File: src/logic/isaPkg.sv
package isaPkg;

    ////////////////////////////////////////////////////////////
    // Instruction fields
    ////////////////////////////////////////////////////////////

    typedef logic [5:0] opcodeT;                 // Bits 31:26 of the instruction
    typedef logic [5:0] functT;                  // Bits 5:0, R-type only

    ////////////////////////////////////////////////////////////
    // Opcode encodings
    ////////////////////////////////////////////////////////////

    localparam opcodeT opRType = 6'h00;          // Operation given by funct
    localparam opcodeT opJ     = 6'h02;
    localparam opcodeT opJal   = 6'h03;
    localparam opcodeT opBeq   = 6'h04;
    localparam opcodeT opBne   = 6'h05;
    localparam opcodeT opAddi  = 6'h08;
    localparam opcodeT opAddiu = 6'h09;
    localparam opcodeT opSlti  = 6'h0a;
    localparam opcodeT opLw    = 6'h23;
    localparam opcodeT opSw    = 6'h2b;

    // R-type function codes
    localparam functT fnAdd = 6'h20;
    localparam functT fnSub = 6'h22;
    localparam functT fnAnd = 6'h24;
    localparam functT fnOr  = 6'h25;
    localparam functT fnSlt = 6'h2a;

    ////////////////////////////////////////////////////////////
    // Decoded instruction kinds
    ////////////////////////////////////////////////////////////

    typedef enum logic [3:0] {
        kAdd,
        kSub,
        kAnd,
        kOr,
        kSlt,
        kAddi,
        kAddiu,
        kSlti,
        kBeq,
        kBne,
        kLw,
        kSw,
        kJump,
        kJal,
        kInvalid                                 // Anything outside the supported set
    } instrKindT;

endpackage

File: src/logic/controlPkg.sv
package controlPkg;

    ////////////////////////////////////////////////////////////
    // Sequencer states
    ////////////////////////////////////////////////////////////

    typedef enum logic [4:0] {
        sReset,                                  // Stack pointer preload
        sFetch1,                                 // Memory read of the instruction
        sFetch2,                                 // IR load and PC + 4
        sDecode,                                 // PC update and dispatch
        sAluR,
        sAluI,
        sWriteRd,
        sWriteRt,
        sMemCalc,                                // Base + offset
        sMemRead,
        sLoadWord,
        sStoreWord,
        sBranchCalc,                             // Branch target into ALUOut
        sBranchCmp,
        sBranchDone,
        sJump,
        sJal,
        sInvalidOp,
        sOverflow,
        sException                               // Jump to the vector
    } stateT;

    // ALU operation codes, as understood by the datapath ALU
    typedef logic [4:0] aluOpT;

    localparam aluOpT aluLoad     = 5'b00000;    // Pass A
    localparam aluOpT aluAddOvf   = 5'b00001;    // Add with overflow detect
    localparam aluOpT aluSub      = 5'b00010;
    localparam aluOpT aluAnd      = 5'b00011;
    localparam aluOpT aluCmp      = 5'b00111;    // Set on less than
    localparam aluOpT aluOr       = 5'b01000;
    localparam aluOpT aluAddNoOvf = 5'b01011;
    localparam aluOpT aluNe       = 5'b01110;
    localparam aluOpT aluEq       = 5'b01111;

    ////////////////////////////////////////////////////////////
    // Datapath selects
    ////////////////////////////////////////////////////////////

    typedef logic [1:0] aluSrcBT;
    localparam aluSrcBT bReg       = 2'd0;
    localparam aluSrcBT bFour      = 2'd1;
    localparam aluSrcBT bImm       = 2'd2;       // Sign-extended immediate
    localparam aluSrcBT bBranchOff = 2'd3;       // Immediate shifted left by 2

    typedef logic [1:0] regDestT;
    localparam regDestT destRt = 2'd0;
    localparam regDestT destRd = 2'd1;
    localparam regDestT destRa = 2'd2;           // $31
    localparam regDestT destSp = 2'd3;           // $29

    typedef logic [2:0] regSrcT;
    localparam regSrcT srcAluOut    = 3'd0;
    localparam regSrcT srcMemory    = 3'd1;
    localparam regSrcT srcStackInit = 3'd2;      // Initial stack pointer constant
    localparam regSrcT srcExcData   = 3'd3;
    localparam regSrcT srcPc        = 3'd4;

    typedef logic [2:0] pcSrcT;
    localparam pcSrcT pcJump      = 3'd0;
    localparam pcSrcT pcAluResult = 3'd1;        // Live ALU output
    localparam pcSrcT pcAluOut    = 3'd2;        // Registered ALU output
    localparam pcSrcT pcVector    = 3'd3;        // Exception vector from memory

    typedef logic [1:0] excCauseT;
    localparam excCauseT causeNone     = 2'd0;
    localparam excCauseT causeOverflow = 2'd1;
    localparam excCauseT causeInvalid  = 2'd2;

    // Phase counter and phase lengths in cycles
    typedef logic [1:0] waitT;
    localparam waitT resetCycles   = 2'd2;
    localparam waitT fetchCycles   = 2'd2;
    localparam waitT memReadCycles = 2'd2;
    localparam waitT loadCycles    = 2'd2;

endpackage

File: src/logic/instrDecoder.sv
`timescale 1ns/1ns

module instrDecoder
    import isaPkg::*;
(
    input  opcodeT    opcode,
    input  functT     funct,
    output instrKindT instrKind
);

    ////////////////////////////////////////////////////////////
    // Opcode and funct lookup
    ////////////////////////////////////////////////////////////

    always_comb
    begin
        case (opcode)
            opRType:
            begin
                case (funct)
                    fnAdd:   instrKind = kAdd;
                    fnSub:   instrKind = kSub;
                    fnAnd:   instrKind = kAnd;
                    fnOr:    instrKind = kOr;
                    fnSlt:   instrKind = kSlt;
                    default: instrKind = kInvalid;  // Shifts, mult, div and the rest
                endcase
            end
            opAddi:  instrKind = kAddi;
            opAddiu: instrKind = kAddiu;
            opSlti:  instrKind = kSlti;
            opBeq:   instrKind = kBeq;
            opBne:   instrKind = kBne;
            opLw:    instrKind = kLw;
            opSw:    instrKind = kSw;
            opJ:     instrKind = kJump;
            opJal:   instrKind = kJal;
            default: instrKind = kInvalid;
        endcase
    end

    // An unknown instruction register falls through to kInvalid and
    // would send the FSM into a false exception
    always_comb
    begin
        assert (!$isunknown({opcode, funct}))
        else
            $error("instrDecoder: unknown opcode %h or funct %h", opcode, funct);
    end

endmodule

File: src/logic/stateSequencer.sv
`timescale 1ns/1ns

module stateSequencer
    import isaPkg::*;
    import controlPkg::*;
(
    input  logic      clk,
    input  logic      reset,
    input  instrKindT instrKind,
    input  logic      overflowFlag,
    output stateT     state,
    output waitT      waitCount
);

    stateT      nextState;
    logic [3:0] fetchGap;                        // Cycles spent away from sFetch1

    // Counter value loaded on entry, one less than the phase length
    function automatic waitT phaseLoad(input stateT target);
        waitT len;
        case (target)
            sReset:    len = resetCycles;
            sFetch1:   len = fetchCycles;
            sMemRead:  len = memReadCycles;
            sLoadWord: len = loadCycles;
            default:   len = 2'd1;               // Single-cycle states
        endcase
        return len - 2'd1;
    endfunction

    ////////////////////////////////////////////////////////////
    // Successor state
    ////////////////////////////////////////////////////////////

    always_comb
    begin
        nextState = state;
        case (state)
            sReset:      nextState = (waitCount == 2'd0) ? sFetch1 : sReset;
            sFetch1:     nextState = (waitCount == 2'd0) ? sFetch2 : sFetch1;
            sFetch2:     nextState = sDecode;
            sDecode:
            begin
                case (instrKind)
                    kAdd, kSub, kAnd, kOr, kSlt: nextState = sAluR;
                    kAddi, kAddiu, kSlti:        nextState = sAluI;
                    kBeq, kBne:                  nextState = sBranchCalc;
                    kLw, kSw:                    nextState = sMemCalc;
                    kJump:                       nextState = sJump;
                    kJal:                        nextState = sJal;
                    default:                     nextState = sInvalidOp;
                endcase
            end
            sAluR:       nextState = sWriteRd;
            sAluI:       nextState = sWriteRt;
            sMemCalc:    nextState = (instrKind == kSw) ? sStoreWord : sMemRead;
            sMemRead:    nextState = (waitCount == 2'd0) ? sLoadWord : sMemRead;
            sLoadWord:   nextState = (waitCount == 2'd0) ? sFetch1 : sLoadWord;
            sBranchCalc: nextState = sBranchCmp;
            sBranchCmp:  nextState = sBranchDone;
            sInvalidOp:  nextState = sException;
            sOverflow:   nextState = sException;
            sWriteRd, sWriteRt, sStoreWord, sBranchDone, sJump, sJal, sException:
                nextState = sFetch1;
            default:     nextState = sFetch1;
        endcase

        // Arithmetic overflow preempts the normal flow
        if (state != sReset && overflowFlag)
        begin
            nextState = sOverflow;
        end
    end

    ////////////////////////////////////////////////////////////
    // State register and phase counter
    ////////////////////////////////////////////////////////////

    always_ff @(posedge clk)
    begin
        if (reset)
        begin
            state     <= sReset;
            waitCount <= phaseLoad(sReset);
        end
        else
        begin
            state <= nextState;
            if (nextState != state)
                waitCount <= phaseLoad(nextState);  // Load on entry
            else
                waitCount <= waitCount - 2'd1;
        end
    end

    always_ff @(posedge clk)
    begin
        if (reset || state == sFetch1)
            fetchGap <= 4'd0;
        else if (fetchGap != 4'hf)
            fetchGap <= fetchGap + 4'd1;            // Saturates
    end

    // Longest path is lw plus one overflow detour, well inside this bound
    assert property (@(posedge clk) disable iff (reset)
        state != sFetch1 |-> fetchGap < 4'd12)
    else
        $error("stateSequencer: no return to sFetch1 within 12 cycles");

    assert property (@(posedge clk) disable iff (reset)
        state == sException |-> ($past(state) == sOverflow || $past(state) == sInvalidOp))
    else
        $error("stateSequencer: sException entered from state %0d", $past(state));

endmodule

File: src/logic/controlDecoder.sv
`timescale 1ns/1ns

module controlDecoder
    import isaPkg::*;
    import controlPkg::*;
(
    input  stateT     state,
    input  waitT      waitCount,
    input  instrKindT instrKind,
    output logic      pcWriteCond,
    output logic      pcWrite,
    output logic      iOrD,
    output logic      memWrite,
    output logic      irWrite,
    output logic      regWrite,
    output logic      aluSrcA,
    output excCauseT  excCause,
    output regDestT   regDest,
    output regSrcT    memToReg,
    output aluSrcBT   aluSrcB,
    output aluOpT     aluControl,
    output pcSrcT     pcSource
);

    // ALU code for the execute phase of each arithmetic or compare kind
    function automatic aluOpT aluOpFor(input instrKindT kind);
        case (kind)
            kAdd, kAddi: return aluAddOvf;
            kAddiu:      return aluAddNoOvf;
            kSub:        return aluSub;
            kAnd:        return aluAnd;
            kOr:         return aluOr;
            kSlt, kSlti: return aluCmp;
            kBne:        return aluNe;
            kBeq:        return aluEq;
            default:     return aluLoad;
        endcase
    endfunction

    ////////////////////////////////////////////////////////////
    // Per-state outputs
    ////////////////////////////////////////////////////////////

    always_comb
    begin
        pcWriteCond = 1'b0;
        pcWrite     = 1'b0;
        iOrD        = 1'b0;                      // Address from PC
        memWrite    = 1'b0;
        irWrite     = 1'b0;
        regWrite    = 1'b0;
        aluSrcA     = 1'b0;                      // A input is the PC
        excCause    = causeNone;
        regDest     = destRt;
        memToReg    = srcAluOut;
        aluSrcB     = bReg;
        aluControl  = aluLoad;
        pcSource    = pcAluOut;

        case (state)
            sReset:
            begin
                regDest  = destSp;
                memToReg = srcStackInit;
                regWrite = 1'b1;
            end
            sFetch2:
            begin
                aluSrcB    = bFour;
                aluControl = aluAddNoOvf;        // PC + 4
                irWrite    = (waitCount == 2'd0);
            end
            sDecode:
            begin
                aluSrcB    = bFour;
                aluControl = aluAddNoOvf;
                pcSource   = pcAluResult;
                pcWrite    = 1'b1;
            end
            sAluR, sAluI, sBranchCmp:
            begin
                aluSrcA    = 1'b1;
                aluSrcB    = (state == sAluI) ? bImm : bReg;
                aluControl = aluOpFor(instrKind);
                pcWriteCond = (state == sBranchCmp);  // PC from ALUOut if taken
            end
            sWriteRd, sWriteRt:
            begin
                regDest  = (state == sWriteRd) ? destRd : destRt;
                regWrite = 1'b1;
            end
            sMemCalc, sMemRead, sStoreWord:
            begin
                aluSrcA    = 1'b1;
                aluSrcB    = bImm;
                aluControl = aluAddNoOvf;        // Hold base + offset
                iOrD       = (state != sMemCalc);
                memWrite   = (state == sStoreWord);
            end
            sLoadWord:
            begin
                iOrD     = 1'b1;
                memToReg = srcMemory;
                regWrite = 1'b1;
            end
            sBranchCalc:
            begin
                aluSrcB    = bBranchOff;
                aluControl = aluAddNoOvf;        // Target into ALUOut
            end
            sBranchDone:
            begin
                aluSrcA = 1'b1;                  // Inputs held while PC settles
            end
            sJump, sJal:
            begin
                pcSource = pcJump;
                pcWrite  = 1'b1;
                if (state == sJal)
                begin
                    regDest  = destRa;
                    memToReg = srcPc;            // Return address is PC + 4
                    regWrite = 1'b1;
                end
            end
            sInvalidOp, sOverflow:
            begin
                excCause = (state == sOverflow) ? causeOverflow : causeInvalid;
                memToReg = srcExcData;
                pcSource = pcVector;
            end
            sException:
            begin
                memToReg = srcExcData;
                pcSource = pcVector;
                pcWrite  = 1'b1;
            end
            default:
            begin
                iOrD = 1'b0;                     // sFetch1 reads at PC
            end
        endcase

        assert (!(pcWrite && pcWriteCond))
        else
            $error("controlDecoder: pcWrite and pcWriteCond both high in %s", state.name());
    end

endmodule

File: src/logic/controlUnit.sv
`timescale 1ns/1ns

module controlUnit
    import isaPkg::*;
    import controlPkg::*;
(
    input  logic     clk,
    input  logic     reset,
    input  opcodeT   opcode,
    input  functT    funct,
    input  logic     overflowFlag,
    output logic     pcWriteCond,
    output logic     pcWrite,
    output logic     iOrD,
    output logic     memWrite,
    output logic     irWrite,
    output logic     regWrite,
    output logic     aluSrcA,
    output excCauseT excCause,
    output regDestT  regDest,
    output regSrcT   memToReg,
    output aluSrcBT  aluSrcB,
    output aluOpT    aluControl,
    output pcSrcT    pcSource
);

    instrKindT instrKind;
    stateT     state;
    waitT      waitCount;

    ////////////////////////////////////////////////////////////
    // Instruction decode, sequencing and output decode
    ////////////////////////////////////////////////////////////

    instrDecoder instrDecoder_inst (
        .opcode    (opcode),
        .funct     (funct),
        .instrKind (instrKind)
    );

    stateSequencer stateSequencer_inst (
        .clk          (clk),
        .reset        (reset),
        .instrKind    (instrKind),
        .overflowFlag (overflowFlag),
        .state        (state),
        .waitCount    (waitCount)
    );

    controlDecoder controlDecoder_inst (
        .state       (state),
        .waitCount   (waitCount),
        .instrKind   (instrKind),
        .pcWriteCond (pcWriteCond),
        .pcWrite     (pcWrite),
        .iOrD        (iOrD),
        .memWrite    (memWrite),
        .irWrite     (irWrite),
        .regWrite    (regWrite),
        .aluSrcA     (aluSrcA),
        .excCause    (excCause),
        .regDest     (regDest),
        .memToReg    (memToReg),
        .aluSrcB     (aluSrcB),
        .aluControl  (aluControl),
        .pcSource    (pcSource)
    );

endmodule

File: config.mk
export PLATFORM = sky130hd
export DESIGN_NAME = controlUnit
export DESIGN_NICKNAME = d
export VERILOG_FILES = /design/src/logic/isaPkg.sv /design/src/logic/controlPkg.sv /design/src/logic/instrDecoder.sv /design/src/logic/stateSequencer.sv /design/src/logic/controlDecoder.sv /design/src/logic/controlUnit.sv
export SDC_FILE = /design/constraint.sdc
export NUM_CORES = 1
export LEC_CHECK = 0
export BUFFER_PORTS_ARGS = -buffer_cell sky130_fd_sc_hd__buf_2
export CORE_ASPECT_RATIO = 0.6
export CORE_MARGIN = 2
export CORE_UTILIZATION = 54
export DETAILED_ROUTE_END_ITERATION = 7
export PLACE_DENSITY = 0.81
export SLEW_MARGIN = 25
export SYNTH_ARGS = -nofsm -noshare
export SYNTH_HDL_FRONTEND = slang
export SYNTH_SLANG_ARGS = --single-unit
File: constraint.sdc
create_clock -name clk -period 3.2 [get_ports clk]
set_clock_uncertainty 0.05 [all_clocks]
set_input_delay 0.16 -clock clk [delete_from_list [all_inputs] [get_ports clk]]
set_output_delay 0.16 -clock clk [all_outputs]
set_load 0.02 [all_outputs]
Word level (Yosys, flattened, before mapping)

Memories as Yosys holds them, arrays and structs flattened.
Index checks and enable logic that the tools add are counted.

Add/subtract/negate cells: 2
$mul: 0
Div/mod/pow operators: 0
Magnitude comparators: 0
Equality and inequality tests: 39
Shifts and indexed selects: 0
Mux-type cells: 32
Bitwise gates (word level): 0
Reductions and logical operators: 18

Operators by type and width:

| cell               | count |
|---|---|
| $pmux 5 s12        | 1 |
| $eq 5x4->1 const B | 10 |
| $eq 6x6->1 const B | 7 |
| $pmux 4 s10        | 1 |
| $mux 2             | 11 |
| $eq 5x3->1 const B | 4 |
| $eq 5x5->1 const B | 4 |
| $pmux 4 s5         | 1 |
| $eq 6x4->1 const B | 3 |
| $eq 6x2->1 const B | 2 |
| $eq 6x3->1 const B | 2 |
| $pmux 2 s3         | 2 |
| $pmux 3 s4         | 1 |
| $reduce_or 4->1    | 3 |
| $eq 5x1->1 const B | 2 |
| $eq 5x2->1 const B | 2 |
| $logic_not 5->1    | 2 |
| $pmux 5 s2         | 1 |
| $reduce_or 3->1    | 3 |
| $mux 1             | 8 |
| $pmux 2 s4         | 1 |
| $reduce_or 2->1    | 4 |
| $reduce_or 7->1    | 1 |
| $logic_not 6->1    | 1 |
| other kinds (12)   | 14 |

Flip-flop bits (word level): 7
Bits in latches: 0
Memory bits (writable): 0
Bits in read-only memories: 144
Input bits: 15
Output and inout port bits: 24
Memories: 2

Memory list:

| memory           | depth | bits a word | read ports | clocked after Yosys merged registers in | wr ports | line                 | text |
|---|---|---|---|---|---|---|---|
| (name not given) | 16    | 5           | 1          | 0                                       | 0        | stateSequencer.sv:44 | `case (instrKind)` |
| (name not given) | 16    | 4           | 1          | 0                                       | 0        | controlDecoder.sv:27 | `case (kind)` |

Longest topological paths before layout

Gate-level depths: netlist of run 1.

Depth in word-level cells: 14
Gate-level depth with buffers: 10
Mapped depth without buffers: 9

Hierarchy

Synthesis of run 1 repeated with hierarchy kept, for this count alone.

Cells, all modules: 224
Area total of the unflattened synthesis: 1546.5 µm²

By module, submodules not included:

| module         | times used | cells each | area each (µm²) | seq. area each (µm²) |
|---|---|---|---|---|
| stateSequencer | 1          | 93         | 735.7           | 140.1 |
| controlDecoder | 1          | 92         | 541.8           | 0.0 |
| instrDecoder   | 1          | 39         | 269.0           | 0.0 |

Least setup slack after synthesis of run 1

No wires, ideal clock.

Kind: input to register
From: in opcode[5]
To: reg stateSequencer_inst.waitCount[0]
Arrival time: 2.506 ns
Required time: 3.028 ns
Setup slack: 0.522 ns
Stages on the path: 9
Buffers on the path: 1
Cell sequence: buf_4 -> or4b_1 -> o311a_2 -> o31a_1 -> ha_1 -> a221oi_2 -> a21oi_4 -> a211o_1 -> a311o_1

Cells in the longest elaborated chain, start to end: 13

Ends and longest elaborated chain:

| element                                                              | line                 | text |
|---|---|---|
| start: declaration                                                   | controlUnit.sv:9     | `input opcodeT opcode,` |
| $eq 6x2->1, or another cell as far along                             | instrDecoder.sv:17   | `case (opcode)` |
| $pmux 4 s10 *                                                        | instrDecoder.sv:17   |  |
| parallel branches: the longest is 2 deep, another holds $mem_v2 16x5 | n/a                  |  |
| $pmux 5 s12 *                                                        | stateSequencer.sv:38 | `case (state)` |
| $mux 5 *                                                             | stateSequencer.sv:69 | `if (state != sReset && overflowFlag)` |
| $eq 5x1->1, or another cell as far along                             | stateSequencer.sv:21 | `case (target)` |
| $reduce_or 4->1 (no line)                                            | n/a                  |  |
| $mux 2                                                               | stateSequencer.sv:21 |  |
| $mux 2                                                               | stateSequencer.sv:89 | `if (nextState != state)` |
| $mux 2                                                               | stateSequencer.sv:81 | `if (reset)` |
| $sub 2x1->2                                                          | stateSequencer.sv:28 | `return len - 2'd1;` |
| $mux 2 *                                                             | stateSequencer.sv:89 |  |
| end signal: assignment                                               | stateSequencer.sv:84 | `waitCount <= phaseLoad(sReset);` |
| end signal: assignment                                               | stateSequencer.sv:90 | `waitCount <= phaseLoad(nextState);` |
| end signal: assignment                                               | stateSequencer.sv:92 | `waitCount <= waitCount - 2'd1;` |
| end: declaration                                                     | stateSequencer.sv:12 | `output waitT waitCount` |

Mark *: on every way between the ends. The select of a mux whose other input is x is not followed.
A chain may end at the register's enable or synchronous reset.

Worst setup path in the final report of run 1

From: in funct[0]
To: reg stateSequencer_inst.waitCount[0]

Cells in the longest elaborated chain, start to end: 14

Ends and longest elaborated chain:

| element                                                              | line                 | text |
|---|---|---|
| start: declaration                                                   | controlUnit.sv:10    | `input functT funct,` |
| $eq 6x6->1                                                           | instrDecoder.sv:20   | `case (funct)` |
| $pmux 4 s5 *                                                         | instrDecoder.sv:20   |  |
| $pmux 4 s10 *                                                        | instrDecoder.sv:17   |  |
| parallel branches: the longest is 2 deep, another holds $mem_v2 16x5 | n/a                  |  |
| $pmux 5 s12 *                                                        | stateSequencer.sv:38 |  |
| $mux 5 *                                                             | stateSequencer.sv:69 |  |
| $eq 5x1->1, or another cell as far along                             | stateSequencer.sv:21 |  |
| $reduce_or 4->1 (no line)                                            | n/a                  |  |
| $mux 2                                                               | stateSequencer.sv:21 |  |
| $mux 2                                                               | stateSequencer.sv:89 |  |
| $mux 2                                                               | stateSequencer.sv:81 |  |
| $sub 2x1->2                                                          | stateSequencer.sv:28 |  |
| $mux 2 *                                                             | stateSequencer.sv:89 |  |

Marks and branches as above.

==> metrics.txt, run 1 <==
status finished, final reports clean; Max Cap Violations 0; ANT nets after route 0; antenna violations before repair 0; H-tree levels 1; routed wire length 4470 um; Ys Warns 0; Hold Crit Class input pin to register; most frequent cells in the layout nor2_1 (38), buf_2 (36), a21oi_1 (19); Clock Pin Slew Worst Setup and Hold Paths 0.04 ns; drt pass-1 iters 5; Fin Setup TNS 0 ns; DP Wirelength 3520 um; commonest non-fill, non-tap cell in the layout nor2_1; hold path start reset; Tot Pwr 1130 uW; via count 1879; Longest Clk Path Bufs 2; power per cell area between 600 and 700 nW/um2; Distinct cells, synth 61; #FFs+latches synth 7; reg-to-reg setup timing slack 0.60 ns; startpoint types input pin; Final setup viols 0; Rows 14; Post-synth ARST share 0; Slew Viols, Final 0; Die X 72.3 um; All-Layer GR Usage 0.291; worst r2r src stateSequencer_inst.state[3]; final worst path period need about 2.8 ns; post_cts resized 0; critical path type input pin to register; nets@finish 277; clock root cell clkbuf_8; Peak VDD IR 0.616 mV; actual slew at the worst max-slew pin 0.713 ns; Fmax 0.360 GHz; post-synthesis sequential area ratio 0.0926; Worst-Skew Late Latency roughly 0.22 ns; clock buffer count from CTS 3; Post-CTS Setup Bufs 0; CP Capture Type register; vias in the first global route 1444; GP Congestion 0.973; Initial Util 0.587; io pins 39; worst-path fanout max 7; Reg2Reg Capture Point stateSequencer_inst.waitCount[0]; Chip Height between 40 and 50 um; Reg2Reg Depth 8; total gr overflow 0; global-route wire length before repair ~7300 um; Post-Syn Instances 234; Die ar. 3250 um2; synth-to-layout area growth 13.2%; Final Hold Fails 0; Via density 6.46; Post-synth EDFFs 0; TritonCTS clock tree built; WL per Instance 15.4 um; Post-Syn Area 1510 um2; drt drc 0; RSZ-0062 raised after global routing false; hold-critical path endpoint stateSequencer_inst.state[2]; Avg Inst Size Synth 6.46 um2; CP arrival 2.83 ns; Max-slew headroom 0.513; IO buf count 36; Ant. Diodes 0; DR iter-0 viols 272; largest net degree at the start of global routing 24; P_leak 0.000711 uW; top_reg_cell synth dfxtp_1; Hold Path Stages 2; CTS sink count 7; critical path data required time 3.26 ns; fin crit share 0.867; fraction of layout cells with a size suffix above 1 0.224; # hold bufs at CTS 0; core footprint 2570 um2
==> worst max-delay path, stage by stage <==
cell and delay (ns):
buf_2 0.12, nor4b_1 0.43, a211o_1 0.19, o2111a_1 0.24
ha_1 0.31, o21ai_0 0.23, a2111oi_0 0.69, nor3_1 0.13
a311o_1 0.33
==> per-layer routing <==
metal	global-route usage	wire (um)	part of all wire	up-vias
li1	-	-	-	923
met4	0.0679	34	0.0076	0
met2	0.349	1560	0.35	125
met5	0	0	0	-
met1	0.486	2240	0.50	827
met3	0.0692	635	0.14	4
==> through the flow <==
step / cell area [um2] / instances / utilization / hold WS [ns] / setup slack, ns
final: 1710 / 291 / 0.665 / 0.136 / 0.425
after global routing: 1710 / 291 / 0.665 / 0.157 / 0.308
after CTS: 1710 / 291 / 0.665 / 0.133 / 0.507
after detailed placement: 1670 / 287 / 0.647 / 0.367 / 0.260
after global placement: 1670 / 287 / 0.647 / 0.366 / 0.308
after floorplan: 1520 / 235 / - / 0.179 / 0.522
==> registers in the layout (all words and copies together), names as in the netlist <==
name / count
stateSequencer_inst.state: 5
stateSequencer_inst.waitCount: 2
==> Yosys cell counts (all sizes together) (4+ instances only) <==
cell type	number	share of area
nand2b	8	0.033
a22oi	4	0.020
o21a	4	0.020
nor2	38	0.094
nor3	13	0.046
or3	5	0.024
or2	4	0.017
a31oi	5	0.021
o21ai	13	0.043
a21oi	20	0.074
dfxtp	7	0.093
buf	8	0.041
nand2	17	0.042
a211oi	4	0.020
inv	8	0.020
clkbuf	14	0.035
==> power by group <==
group | internal (uW) | leakage [uW] | switching (uW)
logic | 321 | 0.000631 | 527
registers | 112 | 0.0000574 | 49.9
clock network | 85.9 | 0.0000228 | 35.5
total | 519 | 0.000711 | 612
==> layout make-up <==
class                           instances  area [um2]
Clock buffer                            4        45.0
Inverter                                8        30.0
Sequential cell                         7         140
Timing Repair Buffer                   42         225
Tap cell                               32        40.0
Fill cell                             257         863
Multi-Input combinational cell        198        1230
==> how the worst max path moves through the flow <==
stage          slack (ns)                               end  cells past startpoint       from
2_1_floorplan        0.52  stateSequencer_inst.waitCount[0]                      9  opcode[5]
3_3_place_gp         0.31  stateSequencer_inst.waitCount[0]                      9  opcode[1]
3_5_place_dp         0.26  stateSequencer_inst.waitCount[0]                      9   funct[0]
4_1_cts              0.51  stateSequencer_inst.waitCount[0]                      9   funct[0]
5_1_grt              0.31  stateSequencer_inst.waitCount[0]                      9   funct[0]
6_report             0.43  stateSequencer_inst.waitCount[0]                      9   funct[0]
==> logic make-up after synthesis <==
group | count (synthesis) | synth area share
buf+inv | 30 | 0.0959
compound gates | 85 | 0.412
simple gates | 102 | 0.337
fa+ha+maj | 2 | 0.0165
other cells | 1 | 0.00248
xor+xnor | 4 | 0.0232
flops | 7 | 0.0926
mux | 3 | 0.0199
(Power assumes the default switching activity.)
==> run 2, diff against run 1 <==
- CORE_MARGIN: 2 -> not set
- CTS_BUF_LIST: not set -> sky130_fd_sc_hd__clkbuf_16
==> run 2 against run 1 <==
Effect of this change:
- clock-buffer cell count down 1
- routed wire length down 1.9%
- non-clock buffer count down 1
- critical path type unchanged
- critical endpoint unchanged
==> metrics.txt, run 2 (same netlist as run 1, synthesis figures left out) <==
critical path data required time 3.26 ns; fraction of layout cells with a size suffix above 1 0.221; clock buffer count from CTS 3; routed wire length 4390 um; Clock Pin Slew Worst Setup and Hold Paths 0.03 ns; Ant. Diodes 0; IO buf count 36; reg-to-reg setup timing slack roughly 0.57 ns; Via density 6.31; commonest non-fill, non-tap cell in the layout nor2_1; WL per Instance 15.1 um; Fmax 0.368 GHz; cell depth of the worst setup path 10; Hold Path Stages 2; biggest regs stateSequencer_inst.state (5), stateSequencer_inst.waitCount (2); total gr overflow 0; antenna violations before repair 0; nets@finish 276; worst-path fanout max 11; drt pass-1 iters 5; core footprint 2570 um2; io pins 39; actual slew at the worst max-slew pin 0.600 ns; DP Wirelength about 3400 um; Longest Clk Path Bufs 2; clock root cell clkbuf_16; Post-CTS Setup Bufs 0; post_cts resized 0; vias in the first global route between 1k and 1.5k; P_leak 0.000726 uW; WP buf/inv 1; Tot Pwr 1210 uW; Critical Path Sink stateSequencer_inst.waitCount[0]; Fin Setup TNS 0 ns; Chip Height 43.0 um; synth-to-layout area growth 14.9%; All-Layer GR Usage 0.304; Max-slew headroom 0.599; worst setup path start opcode[1]; drt drc 0; fillcell total approximately 260; worst r2r src stateSequencer_inst.state[3]; Initial Util 0.587; Final Hold Fails 0; RSZ-0062 raised after global routing false; Worst-Skew Late Latency ~0.23 ns; power per cell area 694 nW/um2; DR iter-0 viols 237; startpoint types input pin; most frequent cells in the layout nor2_1 (38), buf_2 (36), a21oi_1 (19); Die X 70.3 um; largest net degree at the start of global routing 33; critical path type input pin to register; status finished, final reports clean; TritonCTS clock tree built; CP Capture Type register; Reg with most FFs stateSequencer_inst.state; Max Cap Violations 0; Reg2Reg Capture Point stateSequencer_inst.waitCount[0]; CP arrival between 2 and 3 ns; Reg2Reg Depth 8; crit path cell chain buf_2, or4b_1, o311a_2, o31a_1, ha_1, o21ai_0, a2111o_1, o2111ai_1, a211o_1, a311o_1; Slew Viols, Final 0; Final setup viols 0; Die ar. ~3000 um2; ANT nets after route 0; final worst path period need 2.72 ns; flip-flop count of the largest register after layout 5; via count roughly 1.8k; Rows 14; CTS sink count 7; hold path start reset; fin crit share 0.850; GP Congestion 0.971; peak per-stage delay on the critical path 0.58 ns; # hold bufs at CTS 0; H-tree levels 1; CP delay by family, top compound AO/OA/AOI/OAI gates; Hold Crit Class input pin to register; Peak VDD IR 0.499 mV; global-route wire length before repair 7280 um; Crit-path slowest cell or4b_1
## run 2: layout make-up
class / count / area [um2] / area share
multi-input combinational: 198 / 1230 / 0.708
timing repair buffer: 41 / 218 / 0.125
sequential: 7 / 140 / 0.0806
clock buffer: 3 / 75.1 / 0.0432
tap: 32 / 40.0 / 0.0230
inverter: 8 / 30.0 / 0.0173
clock inverter: 1 / 3.75 / 0.00216
## run 2: worst min path at each step
stage / slack [ns] / endpoint
2_1_floorplan: 0.18 / stateSequencer_inst.state[1]
3_3_place_gp: 0.37 / stateSequencer_inst.state[1]
3_5_place_dp: 0.37 / stateSequencer_inst.state[1]
4_1_cts: 0.13 / stateSequencer_inst.state[1]
5_1_grt: 0.15 / stateSequencer_inst.state[1]
6_report: 0.13 / stateSequencer_inst.state[1]
## run 2: layer usage
metal	vias to the layer above	part of all wire	GRT usage	wire, um
met5	-	0	0	0
met4	0	0.0046	0.0480	20
met3	2	0.11	0.0618	489
met2	114	0.36	0.360	1590
met1	798	0.52	0.523	2280
li1	916	-	-	-
## run 2: report_power, final
group          switching, uW  internal [uW]  leakage, uW  total, uW
Combinational            523            314     0.000627        837
Clock                   43.9            162    0.0000423        206
Sequential              51.4            112    0.0000574        164
## run 2: per-stage QoR
| stage | instance area [um2] | hold WS [ns] | std cells | setup WS [ns] | utilization |
|---|---|---|---|---|---|
| floorplan | 1520 | 0.179 | 235 | 0.522 | - |
| global placement | 1660 | 0.366 | 286 | 0.367 | 0.644 |
| detailed placement | 1660 | 0.367 | 286 | 0.287 | 0.644 |
| CTS | 1740 | 0.127 | 290 | 0.525 | 0.675 |
| global route | 1740 | 0.150 | 290 | 0.348 | 0.675 |
| finish | 1740 | 0.126 | 290 | 0.479 | 0.675 |
==> run 3, diff against run 2 <==
- CELL_PAD_IN_SITES_DETAIL_PLACEMENT: not set -> 1
- CELL_PAD_IN_SITES_GLOBAL_PLACEMENT: not set -> 1
- CORE_UTILIZATION: 54 -> 37
- PLACE_DENSITY: 0.81 -> not set
- PLACE_DENSITY_LB_ADDON: not set -> 0.1
==> run 3 against run 2 <==
Effect of this change:
- the flow now finishes with violations (DRC)
- global-route usage is 3.5 points lower
- routed wire length up 27%
- clock-buffer cell count is the same
- flip-flop and latch count unchanged
- critical path depth is the same
- utilization down 20 points
- register-to-register slack worse by 0.12 ns
- maximum frequency down 3.5%
- clock power grew 3%
- combinational power rose by 7.6%
- hold slack improved by 0.013 ns
- final cell count rose by 6.6%
- critical endpoint unchanged
- largest power group unchanged
==> metrics.txt, run 3 (same netlist as run 1, synthesis figures left out) <==
io pins 39; Final Hold Fails 0; Post-CTS Setup Bufs 0; H-tree levels 1; P_leak 0.000746 uW; most frequent cells in the layout nor2_1 (38), buf_2 (36), a21oi_1 (19); crit path cell chain buf_2, or4b_1, o311a_2, o31a_1, ha_1, o21ai_0, a2111o_1, o2111ai_1, a2111oi_0, a311o_1; clock buffer count from CTS 3; Die ar. ~4400 um2; Fin Setup TNS 0 ns; Clock Pin Slew Worst Setup and Hold Paths 0.04 ns; DP Wirelength 4370 um; Die X 84.5 um; Reg2Reg Depth 8; RSZ-0062 raised after global routing false; failing checks DRC; drt drc 6; hold-critical path endpoint stateSequencer_inst.waitCount[1]; Final setup viols 0; power per cell area a little over 700 nW/um2; commonest non-fill, non-tap cell in the layout nor2_1; startpoint types input pin; Initial Util 0.400; clock root cell clkbuf_16; Reg2Reg Capture Point stateSequencer_inst.waitCount[0]; CP Capture Type register; drt pass-1 iters 7; antenna violations before repair 0; critical path type input pin to register; Chip Height 51.5 um; Max-slew headroom 0.637; via count 1895; vias in the first global route 1730; IO buf count 36; Slew Viols, Final 0; Reg with most FFs stateSequencer_inst.state; Via density 6.13; Hold Path Stages 2; actual slew at the worst max-slew pin 0.544 ns; DR iter-0 viols 153; dpl ws between 0.15 and 0.2 ns; final worst setup slack 0.382 ns; CP arrival approximately 3 ns; GP Congestion between 0.8 and 0.9; All-Layer GR Usage 0.269; hold path start reset; core footprint 3790 um2; Longest Clk Path Bufs 2; nets@finish 280; total gr overflow 0; flip-flop count of the largest register after layout 5; ANT nets after route 0; Rows 17; # hold bufs at CTS 0; largest net degree at the start of global routing 21; peak per-stage delay on the critical path 0.58 ns; worst r2r src stateSequencer_inst.state[0]; CTS sink count 7; biggest regs stateSequencer_inst.state (5), stateSequencer_inst.waitCount (2); Hold Crit Class input pin to register; worst-path fanout max 11; global-route wire length before repair 9250 um; WP buf/inv 1; Post-Layout Cell Count roughly 300; TritonCTS clock tree built; Tot Pwr ~1300 uW; Crit-path slowest cell or4b_1; post_cts resized 0; final worst path period need 2.82 ns; routed wire length 5580 um; critical path data required time 3.33 ns; Max Cap Violations 0; fillcell total 519; fin crit share 0.881; reg-to-reg setup timing slack around 0.45 ns; Worst-Skew Late Latency 0.23 ns; status complete, but fails checks; worst setup path start opcode[1]; synth-to-layout area growth 18.1%; WL per Instance 18.0 um; CP delay by family, top compound AO/OA/AOI/OAI gates; Fmax approximately 0.35 GHz; fraction of layout cells with a size suffix above 1 0.233; Peak VDD IR 0.444 mV; Post-Place Cells 305; Ant. Diodes 0
## run 3: cell types whose count changed in the layout (fill, tap and decap cells not counted), sizes merged
| cell | before | now |
|---|---|---|
| buf | 41 | 45 |
## run 3: cell type report
| cell class | instances | area (um2) | share of cell area |
|---|---|---|---|
| multi-input combinational | 198 | 1230 | 0.689 |
| timing repair buffer | 45 | 248 | 0.139 |
| sequential | 7 | 140 | 0.0784 |
| clock buffer | 3 | 75.1 | 0.0420 |
| tap | 47 | 58.8 | 0.0329 |
| inverter | 8 | 30.0 | 0.0168 |
| clock inverter | 1 | 3.75 | 0.00210 |
## run 3: stage by stage
| step | cell area [um2] | hold WS (ns) | util |
|---|---|---|---|
| after floorplan | 1520 | 0.179 | - |
| final | 1790 | 0.139 | 0.472 |
| after global placement | 1710 | 0.382 | 0.451 |
| after detailed placement | 1710 | 0.380 | 0.451 |
| after global routing | 1790 | 0.173 | 0.472 |
| after CTS | 1790 | 0.139 | 0.472 |
## run 3: how the worst max path moves through the flow
| stage | slack [ns] | end | cells after the start |
|---|---|---|---|
| 6_report | 0.38 | stateSequencer_inst.waitCount[0] | 10 |
| 5_1_grt | 0.20 | stateSequencer_inst.waitCount[0] | 10 |
| 4_1_cts | 0.42 | stateSequencer_inst.waitCount[0] | 10 |
| 3_5_place_dp | 0.19 | stateSequencer_inst.waitCount[0] | 10 |
| 3_3_place_gp | 0.19 | stateSequencer_inst.waitCount[0] | 10 |
| 2_1_floorplan | 0.52 | stateSequencer_inst.waitCount[0] | 9 |
## run 3: where the power goes
part / switching, uW / internal [uW] / leakage, uW
Sequential: 61.9 / 112 / 0.0000574
Clock: 49.3 / 163 / 0.0000423
Combinational: 572 / 329 / 0.000646
Total: 683 / 604 / 0.000746
## run 3: routing by layer
metal,vias to the layer above,part of all wire,GRT usage
met5,-,0,0
met4,0,0.0030,0.0339
met3,4,0.066,0.0143
met2,72,0.37,0.374
met1,904,0.56,0.450
li1,915,-,-
## run 3: worst register-to-register path, cell delays in order (launching register included)
cell       delay (ns)
dfxtp_1          0.47
or3_1            0.47
a21oi_1          0.16
o2bb2ai_1        0.14
or3_1            0.40
a21oi_1          0.16
o2111ai_1        0.20
a2111oi_0        0.46
a311o_1          0.18
